--- config.mk ---
export PLATFORM = sky130hd
export DESIGN_NAME = branch_top
export DESIGN_NICKNAME = d
export VERILOG_FILES = /design/src/common/branch_pkg.sv /design/src/rtl/branch_top.sv /design/src/rtl/return_stack.sv /design/src/rtl/branch_resolve.sv /design/src/branch_unit/branch_unit.sv /design/src/rtl/branch_decode.sv
export SDC_FILE = /design/constraint.sdc
export NUM_CORES = 1
export LEC_CHECK = 0
export ABC_AREA = 1
export BUFFER_PORTS_ARGS = -buffer_cell sky130_fd_sc_hd__buf_2
export CORE_ASPECT_RATIO = 0.6
export CORE_MARGIN = 5
export CORE_UTILIZATION = 59
export CTS_BUF_LIST = sky130_fd_sc_hd__clkbuf_4
export CTS_CLUSTER_SIZE = 24
export DETAILED_ROUTE_END_ITERATION = 10
export GPL_ROUTABILITY_DRIVEN = 0
export PLACE_DENSITY = 0.8
export SLEW_MARGIN = 20
export SYNTH_ARGS = -nofsm -noshare
export SYNTH_HDL_FRONTEND = slang
export SYNTH_SLANG_ARGS = --single-unit
--- constraint.sdc ---
create_clock -name clk -period 2.9 [get_ports clk]
set_input_delay 0.58 -clock clk [delete_from_list [all_inputs] [get_ports clk]]
set_output_delay 0.58 -clock clk [all_outputs]
set_load 0.02 [all_outputs]
--- src/common/branch_pkg.sv ---
package branch_pkg;

    ////////////////////////////////////////////////////////////////////////////
    // RV32I encodings seen by the branch path

    // Major opcodes
    localparam logic [6:0] OPC_JAL    = 7'b1101111;
    localparam logic [6:0] OPC_JALR   = 7'b1100111;
    localparam logic [6:0] OPC_BRANCH = 7'b1100011;

    // Conditional branch funct3
    localparam logic [2:0] FN3_BEQ  = 3'b000;
    localparam logic [2:0] FN3_BNE  = 3'b001;
    localparam logic [2:0] FN3_BLT  = 3'b100;
    localparam logic [2:0] FN3_BGE  = 3'b101;
    localparam logic [2:0] FN3_BLTU = 3'b110;
    localparam logic [2:0] FN3_BGEU = 3'b111;

    // Link registers per the calling convention (ra and t0)
    localparam logic [4:0] REG_RA = 5'd1;
    localparam logic [4:0] REG_T0 = 5'd5;

    // Return stack sizing, power of two from 2 to 16
    localparam int RAS_DEPTH = 4;
    localparam int RAS_PTR_W = $clog2(RAS_DEPTH);

    ////////////////////////////////////////////////////////////////////////////
    // Stage payloads

    // From issue
    typedef struct packed {
        logic        valid;
        logic [31:0] pc;
        logic [31:0] instruction;
        logic [31:0] rs1;
        logic [31:0] rs2;
        logic [31:0] followed_pc;
    } branch_issue_t;

    // Decode to execute
    typedef struct packed {
        logic        valid;
        logic        is_jal;
        logic        is_jalr;
        logic        is_branch;
        logic        is_call;
        logic        is_return;
        logic [2:0]  fn3;
        logic [31:0] pc;
        logic [31:0] rs1;
        logic [31:0] rs2;
        logic [31:0] followed_pc;
        logic [31:0] offset;
    } branch_dec_t;

    // Execute to resolve
    typedef struct packed {
        logic        valid;
        logic        taken;
        logic        is_call;
        logic        is_return;
        logic [31:0] jump_pc;
        logic [31:0] njump_pc;
        logic [31:0] followed_pc;
    } branch_ex_t;

    // Resolve result to the core
    typedef struct packed {
        logic        valid;
        logic        taken;
        logic        flush;
        logic [31:0] redirect_pc;
    } branch_resolve_t;

endpackage
--- src/rtl/branch_top.sv ---
`timescale 1ns/1ps

module branch_top (
    input  logic                        clk,
    input  logic                        arst_n,
    input  branch_pkg::branch_issue_t   issue,
    output branch_pkg::branch_resolve_t result,
    output logic [31:0]                 ras_top,
    output logic                        ras_valid,
    output logic                        tr_branch_mispredict,
    output logic                        tr_return_mispredict
);

    // Inter-stage payloads
    branch_pkg::branch_dec_t dec;
    branch_pkg::branch_ex_t  ex;

    // Resolve to stack
    logic        push;
    logic        pop;
    logic [31:0] push_addr;

    ////////////////////////////////////////////////////////////////////////////
    // Decode, execute, resolve, then the stack

    branch_decode u_decode (
        .clk    (clk),
        .arst_n (arst_n),
        .issue  (issue),
        .dec    (dec)
    );

    branch_unit u_unit (
        .clk    (clk),
        .arst_n (arst_n),
        .dec    (dec),
        .ex     (ex)
    );

    branch_resolve u_resolve (
        .clk                  (clk),
        .arst_n               (arst_n),
        .ex                   (ex),
        .result               (result),
        .push                 (push),
        .pop                  (pop),
        .push_addr            (push_addr),
        .tr_branch_mispredict (tr_branch_mispredict),
        .tr_return_mispredict (tr_return_mispredict)
    );

    // ras_top lags the resolve outputs by one cycle
    return_stack u_ras (
        .clk       (clk),
        .arst_n    (arst_n),
        .push      (push),
        .pop       (pop),
        .push_addr (push_addr),
        .ras_top   (ras_top),
        .ras_valid (ras_valid)
    );

endmodule

--- src/rtl/return_stack.sv ---
`timescale 1ns/1ps

module return_stack (
    input  logic        clk,
    input  logic        arst_n,
    input  logic        push,
    input  logic        pop,
    input  logic [31:0] push_addr,
    output logic [31:0] ras_top,
    output logic        ras_valid
);

    // Circular storage
    logic [31:0]                      entries [branch_pkg::RAS_DEPTH];
    logic [branch_pkg::RAS_PTR_W-1:0] top_ptr;
    logic [branch_pkg::RAS_PTR_W-1:0] push_ptr;

    // Occupancy, one bit wider than the pointer
    logic [branch_pkg::RAS_PTR_W:0]   count;
    logic                             full;
    logic                             do_pop;

    // Pointer wraps naturally at a power-of-two depth
    assign push_ptr = top_ptr + 1'b1;
    assign full     = (count == branch_pkg::RAS_DEPTH);
    // Empty pop has no effect
    assign do_pop   = pop && (count != '0);

    always_ff @(posedge clk or negedge arst_n) begin
        if (!arst_n) begin
            top_ptr <= '0;
            count   <= '0;
        end else if (push) begin
            top_ptr <= push_ptr;
            // Full push lands on the oldest slot, count saturates
            if (!full) begin
                count <= count + 1'b1;
            end
        end else if (do_pop) begin
            top_ptr <= top_ptr - 1'b1;
            count   <= count - 1'b1;
        end
    end

    always_ff @(posedge clk) begin
        if (push) begin
            entries[push_ptr] <= push_addr;
        end
    end

    assign ras_top   = entries[top_ptr];
    assign ras_valid = (count != '0);

    a_count_bound: assert property (
        @(posedge clk) disable iff (!arst_n)
        count <= branch_pkg::RAS_DEPTH
    );

endmodule

--- src/rtl/branch_resolve.sv ---
`timescale 1ns/1ps

module branch_resolve (
    input  logic                        clk,
    input  logic                        arst_n,
    input  branch_pkg::branch_ex_t      ex,
    output branch_pkg::branch_resolve_t result,
    output logic                        push,
    output logic                        pop,
    output logic [31:0]                 push_addr,
    output logic                        tr_branch_mispredict,
    output logic                        tr_return_mispredict
);

    // Where the instruction really goes
    logic [31:0] real_pc;
    logic        mispredict;

    // Result register
    logic        valid_q;
    logic        taken_q;
    logic        flush_q;
    logic [31:0] redirect_q;

    assign real_pc = ex.taken ? ex.jump_pc : ex.njump_pc;

    // Bit 0 ignored, fetch never sets it meaningfully
    assign mispredict = ex.valid && (real_pc[31:1] != ex.followed_pc[31:1]);

    ////////////////////////////////////////////////////////////////////////////
    // Control strobes
    always_ff @(posedge clk or negedge arst_n) begin
        if (!arst_n) begin
            valid_q              <= 1'b0;
            taken_q              <= 1'b0;
            flush_q              <= 1'b0;
            push                 <= 1'b0;
            pop                  <= 1'b0;
            tr_branch_mispredict <= 1'b0;
            tr_return_mispredict <= 1'b0;
        end else begin
            valid_q              <= ex.valid;
            taken_q              <= ex.valid & ex.taken;
            flush_q              <= mispredict;
            // Stack follows call / return marks
            push                 <= ex.valid & ex.is_call;
            pop                  <= ex.valid & ex.is_return;
            // Trace split by return
            tr_branch_mispredict <= mispredict & ~ex.is_return;
            tr_return_mispredict <= mispredict & ex.is_return;
        end
    end

    // Addresses
    always_ff @(posedge clk) begin
        redirect_q <= real_pc;
        push_addr  <= ex.njump_pc;
    end

    always_comb begin
        result.valid       = valid_q;
        result.taken       = taken_q;
        result.flush       = flush_q;
        result.redirect_pc = redirect_q;
    end

    // Decode never marks one instruction as both call and return
    a_push_pop_excl: assert property (
        @(posedge clk) disable iff (!arst_n)
        !(push && pop)
    );

endmodule

--- src/branch_unit/branch_unit.sv ---
`timescale 1ns/1ps

module branch_unit (
    input  logic                    clk,
    input  logic                    arst_n,
    input  branch_pkg::branch_dec_t dec,
    output branch_pkg::branch_ex_t  ex
);

    // Comparator outputs
    logic        eq;
    logic        lt_s;
    logic        lt_u;
    logic        cmp;
    logic        taken_next;

    // Target arithmetic
    logic [31:0] jump_base;
    logic [31:0] jump_sum;

    // Stage register
    branch_pkg::branch_ex_t ex_next;
    branch_pkg::branch_ex_t ex_q;
    logic                   valid_q;

    ////////////////////////////////////////////////////////////////////////////
    // Condition evaluation

    assign eq   = (dec.rs1 == dec.rs2);
    assign lt_s = ($signed(dec.rs1) < $signed(dec.rs2));
    assign lt_u = (dec.rs1 < dec.rs2);

    // Base relation, fn3 bit 0 flips it afterwards
    always_comb begin
        case (dec.fn3)
            branch_pkg::FN3_BEQ, branch_pkg::FN3_BNE: begin
                cmp = eq;
            end
            branch_pkg::FN3_BLT, branch_pkg::FN3_BGE: begin
                cmp = lt_s;
            end
            branch_pkg::FN3_BLTU, branch_pkg::FN3_BGEU: begin
                cmp = lt_u;
            end
            default: begin
                cmp = eq;
            end
        endcase
    end

    // JAL / JALR always taken
    assign taken_next = dec.is_branch ? (cmp ^ dec.fn3[0]) : 1'b1;

    ////////////////////////////////////////////////////////////////////////////
    // Targets

    // JALR is register relative, the rest pc relative
    assign jump_base = dec.is_jalr ? dec.rs1 : dec.pc;
    assign jump_sum  = jump_base + dec.offset;

    always_comb begin
        ex_next.valid       = dec.valid;
        ex_next.taken       = taken_next;
        ex_next.is_call     = dec.is_call;
        ex_next.is_return   = dec.is_return;
        // Bit 0 dropped as the ISA demands for JALR
        ex_next.jump_pc     = {jump_sum[31:1], 1'b0};
        ex_next.njump_pc    = dec.pc + 32'd4;
        ex_next.followed_pc = dec.followed_pc;
    end

    always_ff @(posedge clk or negedge arst_n) begin
        if (!arst_n) begin
            valid_q <= 1'b0;
        end else begin
            valid_q <= ex_next.valid;
        end
    end

    always_ff @(posedge clk) begin
        ex_q <= ex_next;
    end

    always_comb begin
        ex       = ex_q;
        ex.valid = valid_q;
    end

    ////////////////////////////////////////////////////////////////////////////
    // Checks

    // Decode must hand over exactly one kind per valid instruction
    a_kind_onehot: assert property (
        @(posedge clk) disable iff (!arst_n)
        dec.valid |-> $onehot({dec.is_jal, dec.is_jalr, dec.is_branch})
    );

endmodule

--- src/rtl/branch_decode.sv ---
`timescale 1ns/1ps

module branch_decode (
    input  logic                      clk,
    input  logic                      arst_n,
    input  branch_pkg::branch_issue_t issue,
    output branch_pkg::branch_dec_t   dec
);

    // Raw instruction fields
    logic [6:0]  opcode;
    logic [4:0]  rd;
    logic [4:0]  rs1_idx;

    // rd / rs1 name a link register
    logic        rd_link;
    logic        rs1_link;

    // Immediates, LSB zero already appended for J and B
    logic [20:0] j_imm;
    logic [11:0] i_imm;
    logic [12:0] b_imm;

    // Stage register
    branch_pkg::branch_dec_t dec_next;
    branch_pkg::branch_dec_t dec_q;
    logic                    valid_q;

    assign opcode  = issue.instruction[6:0];
    assign rd      = issue.instruction[11:7];
    assign rs1_idx = issue.instruction[19:15];

    assign rd_link  = (rd == branch_pkg::REG_RA) || (rd == branch_pkg::REG_T0);
    assign rs1_link = (rs1_idx == branch_pkg::REG_RA) || (rs1_idx == branch_pkg::REG_T0);

    // Scattered immediate bits
    assign j_imm = {issue.instruction[31], issue.instruction[19:12],
                    issue.instruction[20], issue.instruction[30:21], 1'b0};
    assign i_imm = issue.instruction[31:20];
    assign b_imm = {issue.instruction[31], issue.instruction[7],
                    issue.instruction[30:25], issue.instruction[11:8], 1'b0};

    ////////////////////////////////////////////////////////////////////////////
    // Classification
    always_comb begin
        dec_next.is_jal    = (opcode == branch_pkg::OPC_JAL);
        dec_next.is_jalr   = (opcode == branch_pkg::OPC_JALR);
        dec_next.is_branch = (opcode == branch_pkg::OPC_BRANCH);
        // Anything else is not ours
        dec_next.valid = issue.valid &
                         (dec_next.is_jal | dec_next.is_jalr | dec_next.is_branch);
        // Call wins over return when both match
        dec_next.is_call   = (dec_next.is_jal | dec_next.is_jalr) & rd_link;
        dec_next.is_return = dec_next.is_jalr & rs1_link & ~rd_link;
        dec_next.fn3         = issue.instruction[14:12];
        dec_next.pc          = issue.pc;
        dec_next.rs1         = issue.rs1;
        dec_next.rs2         = issue.rs2;
        dec_next.followed_pc = issue.followed_pc;
        // One sign-extended offset per kind
        if (dec_next.is_jal) begin
            dec_next.offset = 32'(signed'(j_imm));
        end else if (dec_next.is_jalr) begin
            dec_next.offset = 32'(signed'(i_imm));
        end else begin
            dec_next.offset = 32'(signed'(b_imm));
        end
    end

    // Stage valid
    always_ff @(posedge clk or negedge arst_n) begin
        if (!arst_n) begin
            valid_q <= 1'b0;
        end else begin
            valid_q <= dec_next.valid;
        end
    end

    always_ff @(posedge clk) begin
        dec_q <= dec_next;
    end

    always_comb begin
        dec       = dec_q;
        dec.valid = valid_q;
    end

endmodule

== Yosys cells after proc, flatten, opt, wreduce, memory -nomap -nowiden ==
Memories as Yosys holds them, arrays and structs flattened.
Index checks and enable logic that the tools add are counted.

* Bits in registers: 332
* Bits in writable memories: 128
* Output and inout bits: 70
* Logic and storage cells: 92
* Memories kept: 1

* $add $sub $neg: 6
* $lt $le $gt $ge: 2
* Equal/unequal tests: 15
* Multiplexer cells: 12
* Bitwise operators: 15
* Reductions and logical operators: 10

{| class="wikitable"
|+ Memories
! memory !! words !! bits a word !! read ports !! clocked after memory_dff !! write ports !! RTL line !! RTL
|-
| u_ras.entries || 4 || 32 || 1 || 0 || 1 || return_stack.sv:14 || <nowiki>logic [31:0] entries [branch_pkg::RAS_DEPTH];</nowiki>
|}

{| class="wikitable"
|+ Operators by type and width
! operator !! number
|-
| less-than comparator 32 bit || 2
|-
| 2-to-1 mux 32 bit || 2
|-
| adder 32 x 3 -> 32 bit, second input constant || 1
|-
| adder 32 bit || 1
|-
| equality test 32 bit || 1
|-
| != test 31 bit || 1
|-
| equality test 7 bit, second input constant || 3
|-
| 2-to-1 mux 20 bit || 1
|-
| equality test 3 bit, second input constant || 5
|-
| 2-to-1 mux 12 bit || 1
|-
| equality test 5 x 1 -> 1 bit, second input constant || 2
|-
| equality test 5 x 3 -> 1 bit, second input constant || 2
|-
| AND 1 bit || 9
|-
| 2-to-1 mux 3 bit || 3
|-
| OR reduction 2 bit || 3
|-
| 2-to-1 mux 2 bit || 2
|-
| adder 3 x 1 -> 3 bit, second input constant || 1
|-
| inverter 1 bit || 3
|-
| nonzero test 3 bit || 1
|-
| subtractor 3 x 1 -> 3 bit, second input constant || 1
|-
| adder 2 x 1 -> 2 bit, second input constant || 1
|-
| logical AND 1 bit || 2
|-
| logical OR 1 bit || 2
|-
| 2-to-1 mux 1 bit || 2
|-
| other kinds (7) || 8
|}

== Logic depth before layout (Yosys ltp) ==
* Depth after elaboration: 4
* Gate-level depth with buffers: 18

== By module ==
A second synthesis with hierarchy kept.

* Cells, all modules: 1667
* Area, all modules: 17440.5 um^2

{| class="wikitable"
|+ By module, submodules not included
! module !! times used !! cells each !! area each (um^2) !! seq. area each (um^2)
|-
| branch_unit || 1 || 746 || 5716.7 || 1986.9
|-
| return_stack || 1 || 363 || 5465.2 || 3968.8
|-
| branch_decode || 1 || 232 || 3555.9 || 3168.0
|-
| branch_resolve || 1 || 326 || 2702.6 || 1456.4
|}

== Worst setup path after synthesis ==
Ideal clock, no wire load.

* Path type: flip-flop to flip-flop
* From: register u_decode.dec_q, in the netlist u_decode.dec[166]
* To: register u_unit.ex_q, in the netlist u_unit.ex[94]
* Library setup time: 0.112 ns
* Arrival time: 2.386 ns
* Setup slack: 0.402 ns
* Stages on the path, launching flop included: 17
* Path buffers: 3
* Clock period less this slack: 2.498 ns
* Path through: dfxtp_1 > buf_2 > clkbuf_1 > clkbuf_1 > nand2_1 > nand2_1 > ha_1 > a21oi_1 > o21ai_1 > a21oi_1 > o21bai_1 > a21oi_1 > inv_1 > nand3_1 > nand2_1 > nand2_1 > nand2_1

{| class="wikitable"
|+ RTL lines
! element !! RTL line !! RTL
|-
| start: declaration || branch_decode.sv:26 || <nowiki>branch_pkg::branch_dec_t dec_q;</nowiki>
|-
| start signal: assignment || branch_decode.sv:80 || <nowiki>dec_q <= dec_next;</nowiki>
|-
| end signal: assignment || branch_unit.sv:81 || <nowiki>ex_q <= ex_next;</nowiki>
|-
| end: declaration || branch_unit.sv:23 || <nowiki>branch_pkg::branch_ex_t ex_q;</nowiki>
|}

== Final worst setup path ==
* From: register u_ras.top_ptr[0] in the netlist's numbering
* To: output ras_top[16]

* Longest elaborated chain between the ends: 1

{| class="wikitable"
|+ Ends and longest elaborated chain
! element !! RTL line !! RTL
|-
| start: declaration || return_stack.sv:15 || <nowiki>logic [branch_pkg::RAS_PTR_W-1:0] top_ptr;</nowiki>
|-
| start signal: assignment || return_stack.sv:34 || <nowiki>top_ptr <= push_ptr;</nowiki>
|-
| start signal: assignment || return_stack.sv:40 || <nowiki>top_ptr <= top_ptr - 1'b1;</nowiki>
|-
| memory read (4 x 32 bit) || -- ||
|-
| end: declaration || branch_top.sv:8 || <nowiki>output logic [31:0] ras_top,</nowiki>
|}

No other way between the ends.

==> summary by stage <==
Run status
The run finished with clean final reports.

Final layout
Relative to the synthesized area, the layout overhead comes to 27.5%. The layout has 1825 filler cells. Cells fill 75.7% of the core in the end. The post-layout net count is 2239.

In the final layout, the share of cells above drive strength 1 is 21.0%.

Synth
The number of distinct library cells after synthesis is 42. For this run, the leading register cell type out of synthesis is sky130_fd_sc_hd__dfxtp_1. When the netlist entered floorplanning its net count stood at 1774. The dominant cell by count in the synthesized netlist is sky130_fd_sc_hd__nand2_1. The post-synthesis register bit count is 458. The combined area of all synthesized cells is 16300 sq um.

The share of the synthesized area in the top cell type is 38.9%. The average footprint of a synthesized cell is 10.6 sq um. The number of synthesis warnings is 0. The share of synthesized area occupied by flip-flops and latches is 64.6%. Counting flops with a built-in enable in the synthesized netlist gives 128. Ranked by total cell area, the synthesized netlist is headed by sky130_fd_sc_hd__dfxtp_1 (39%), sky130_fd_sc_hd__edfxtp_1 (24%), sky130_fd_sc_hd__nand2_1 (7.3%), sky130_fd_sc_hd__ha_1 (5.2%), sky130_fd_sc_hd__xor2_1 (3.4%). By count the netlist is led by sky130_fd_sc_hd__nand2_1 (317), sky130_fd_sc_hd__dfxtp_1 (316), sky130_fd_sc_hd__nor2_1 (135).

Synthesis handed over a netlist of 1542 instances. The library cell with the largest summed area after synthesis is sky130_fd_sc_hd__dfxtp_1. After synthesis, the share of flip-flops with an asynchronous set or reset is 3.06%.

Routing
After detailed routing, the number of vias per cell comes to 5.22. The vias after detailed routing is 12800. The pre-antenna-repair detailed-routing pass consisted of 5 iterations. The number of remaining DRC errors is 0.

The first routing iteration left 1137 violations. The routed length per placed instance is 18.4 um. The remaining antenna violation count after routing is 0. The final wirelength is 45000 um.

CTS
The number of H-tree levels is 3. TritonCTS built the clock tree. In this run, CTS created clock tree buffers numbering 98. The number of buffers on the longest clock path is 3.

The source-to-sink clock delay at the later pin of the worst-skew pair is 0.80 ns. The clock-pin transition on the worst setup and hold timing paths is 0.08 ns. The total clock sinks is 458. The tree is rooted in a sky130_fd_sc_hd__clkbuf_4.

Global route
The first global-routing pass estimated 69000 um of wire. The number of antenna violations at the first check in global routing was 3. The number of global-route vias before repair is 13100. The all-layer global routing usage is 28.1%.

The pin count of the biggest net entering global routing is 68. The final global-route overflow total is 0.

Placed design
The half-perimeter wire length after detailed placement is 28200 um. The number of buffers inserted by port buffering is 231.

Floorplan
The y dimension of the die is 139 um. The floorplan row count is 47. The placeable core area is 27400 sq um. The die is 224 um wide. The floorplan step defined a die boundary enclosing 31100 sq um.

The I/O pin count is 233. The initial standard-cell utilization of the core is 59.4%.

Worst setup path
Data arrives at the worst endpoint at 2.20 ns. The slowest stage of the critical path is the sky130_fd_sc_hd__dfrtp_2 cell. The worst setup path is captured at an output pin.

The stage delay of the slowest cell on the critical path is 0.47 ns. The maximum fanout along the worst path is 36. The critical path goes through clkinvlp_4 > buf_12 > o21ai_0 > o22ai_2 > buf_2.

STA classifies the critical path startpoint as a register. The type of the setup path with the least slack is reg -> out. Data on the critical path is required at its endpoint by 2.32 ns.

STA
Headroom to the max-slew limit came out at 63.0%. The clock period minus final worst setup slack is 2.78 ns. The number of endpoints with negative hold slack in the final report is 0. Between clock sinks in the finished design, the worst skew comes to 0.0545 ns. Final hold analysis gives a worst-case slack of 0.101 ns. Setup violations remaining at the end of the flow were counted as 0.

For the pin with the worst max-slew slack, the measured transition is 0.555 ns. The sum of negative setup slack is 0 ns. The count of pins over their slew limit was 0. The fmax is 359 MHz. The period utilization is 95.9%.

Power and ir drop
For this design the static power due to leakage is 9.45 nW. The power density relative to cell area is 647 nW/um^2. The maximum ir drop on the vdd rail is 0.000409 V.

Run
Across the run, the number of max-cap violations was 0.

Worst hold path
The class of the tightest hold or removal check is in -> reg.
==> metrics by stage <==
step | setup slack [ns] | total power, W | instance area (sq um) | std cells
finish | 0.117 | 0.0134 | 20700 | 2447
global route | -0.0739 | 0.0140 | 20700 | 2447
global placement | 0.378 | 0.00851 | 17900 | 2122
detailed placement | 0.319 | 0.00855 | 17900 | 2122
CTS | 0.0521 | 0.0134 | 20700 | 2443
floorplan | 0.402 | 0.00802 | 16300 | 1542
==> layout make-up <==
| cell class | count | area, sq um | share of cell area [%] |
|---|---|---|---|
| tap | 367 | 459 | 2.21 |
| inverter | 135 | 510 | 2.46 |
| clock buffer | 141 | 1060 | 5.10 |
| timing repair buffer | 403 | 2930 | 14.1 |
| sequential | 458 | 10500 | 50.7 |
| multi-input combinational | 911 | 5110 | 24.7 |
| clock inverter | 29 | 143 | 0.688 |
| antenna | 3 | 7.51 | 0.0362 |
==> worst max-delay path, delay by kind of cell, from the launching register on <==
family / cells / cell delay (ns)
flops: 1 / 0.47
buf+inv: 3 / 0.61
compound gates: 2 / 0.35
==> worst paths after layout <==
check	slack, ns	startpoint	endpoint	cells past startpoint
hold reg to reg	0.32	u_decode.dec[36]	u_unit.ex[4]	0
min in group asynchronous	0.24	arst_n	u_ras.count[2]	2
hold / removal	0.10	issue[103]	u_decode.dec[11]	3
setup reg to reg	0.21	u_decode.dec[166]	u_unit.ex[95]	15
max in group asynchronous	2.35	arst_n	u_ras.top_ptr[1]	2
setup / recovery	0.12	u_ras.top_ptr[0]	ras_top[16]	5
==> cells in the final DEF (no fill, tap or decap), types with 16 or more instances in the layout <==
master                          netlist  routed
sky130_fd_sc_hd__dlygate4sd3_1        0     149
sky130_fd_sc_hd__o22ai_1             32      29
sky130_fd_sc_hd__ha_1                67      67
sky130_fd_sc_hd__inv_1              132     131
sky130_fd_sc_hd__nand3_1             30      30
sky130_fd_sc_hd__xnor2_1             20      20
sky130_fd_sc_hd__nor2_1             135     135
sky130_fd_sc_hd__buf_4                3      16
sky130_fd_sc_hd__clkbuf_4             0     141
sky130_fd_sc_hd__edfxtp_1           128     128
sky130_fd_sc_hd__clkinv_1             0      21
sky130_fd_sc_hd__o21ai_0            110     109
sky130_fd_sc_hd__nand2_1            317     316
sky130_fd_sc_hd__xor2_1              63      63
sky130_fd_sc_hd__a21oi_1             56      54
sky130_fd_sc_hd__buf_2                8     229
sky130_fd_sc_hd__dfxtp_1            316     316
==> routing by layer <==
layer	vias to the layer above	share of wire [%]	global-route usage [%]
met1	5952	41	35.7
met4	0	3.0	10.3
met2	609	48	46.8
met3	128	7.7	7.47
li1	6079	-	-
met5	-	0	0
==> kinds of logic (layout without fill, tap and decap cells) <==
logic type      after synthesis  in the layout  share of synthesized area (%)
fa+ha+maj                    69             69                           5.40
flops                       458            458                           64.6
buf+inv                     173            708                           4.12
xor+xnor                     83             83                           4.47
simple gates                532            532                           13.7
compound gates              226            226                           7.59
other cells                   0              3                              0
mux                           1              1                         0.0692
==> report_power, final <==
part / leakage (nW) / internal (W) / total [W] / switching (W)
combinational: 4.72 / 0.000612 / 0.00147 / 0.000862
sequential: 4.01 / 0.00696 / 0.00716 / 0.000202
clock: 0.720 / 0.00232 / 0.00479 / 0.00247
total: 9.45 / 0.00989 / 0.0134 / 0.00353
==> timing repair <==
item / 4_1_cts / 5_1_grt
pin swaps: 0 / 2
endpoints found under the setup margin: 31 / 9
endpoints found under the hold margin: 164 / 0
hold buffers: 149 / 0
setup buffers: 2 / 0
resized for setup: 7 / 14
cloned: 0 / 1
==> flip-flops by register name, summed over array words and instances (netlist names) <==
register                        count
u_decode.dec                      155
u_ras.entries                     128
u_unit.ex                          97
u_resolve.push_addr                32
u_resolve.redirect_q               32
u_ras.count                         3
u_ras.top_ptr                       2
u_decode.valid_q                    1
u_resolve.flush_q                   1
u_resolve.pop                       1
u_resolve.push                      1
u_resolve.taken_q                   1
u_resolve.tr_branch_mispredict      1
u_resolve.tr_return_mispredict      1
u_resolve.valid_q                   1
u_unit.valid_q                      1
Note: power is estimated with default switching activity, not from simulation.
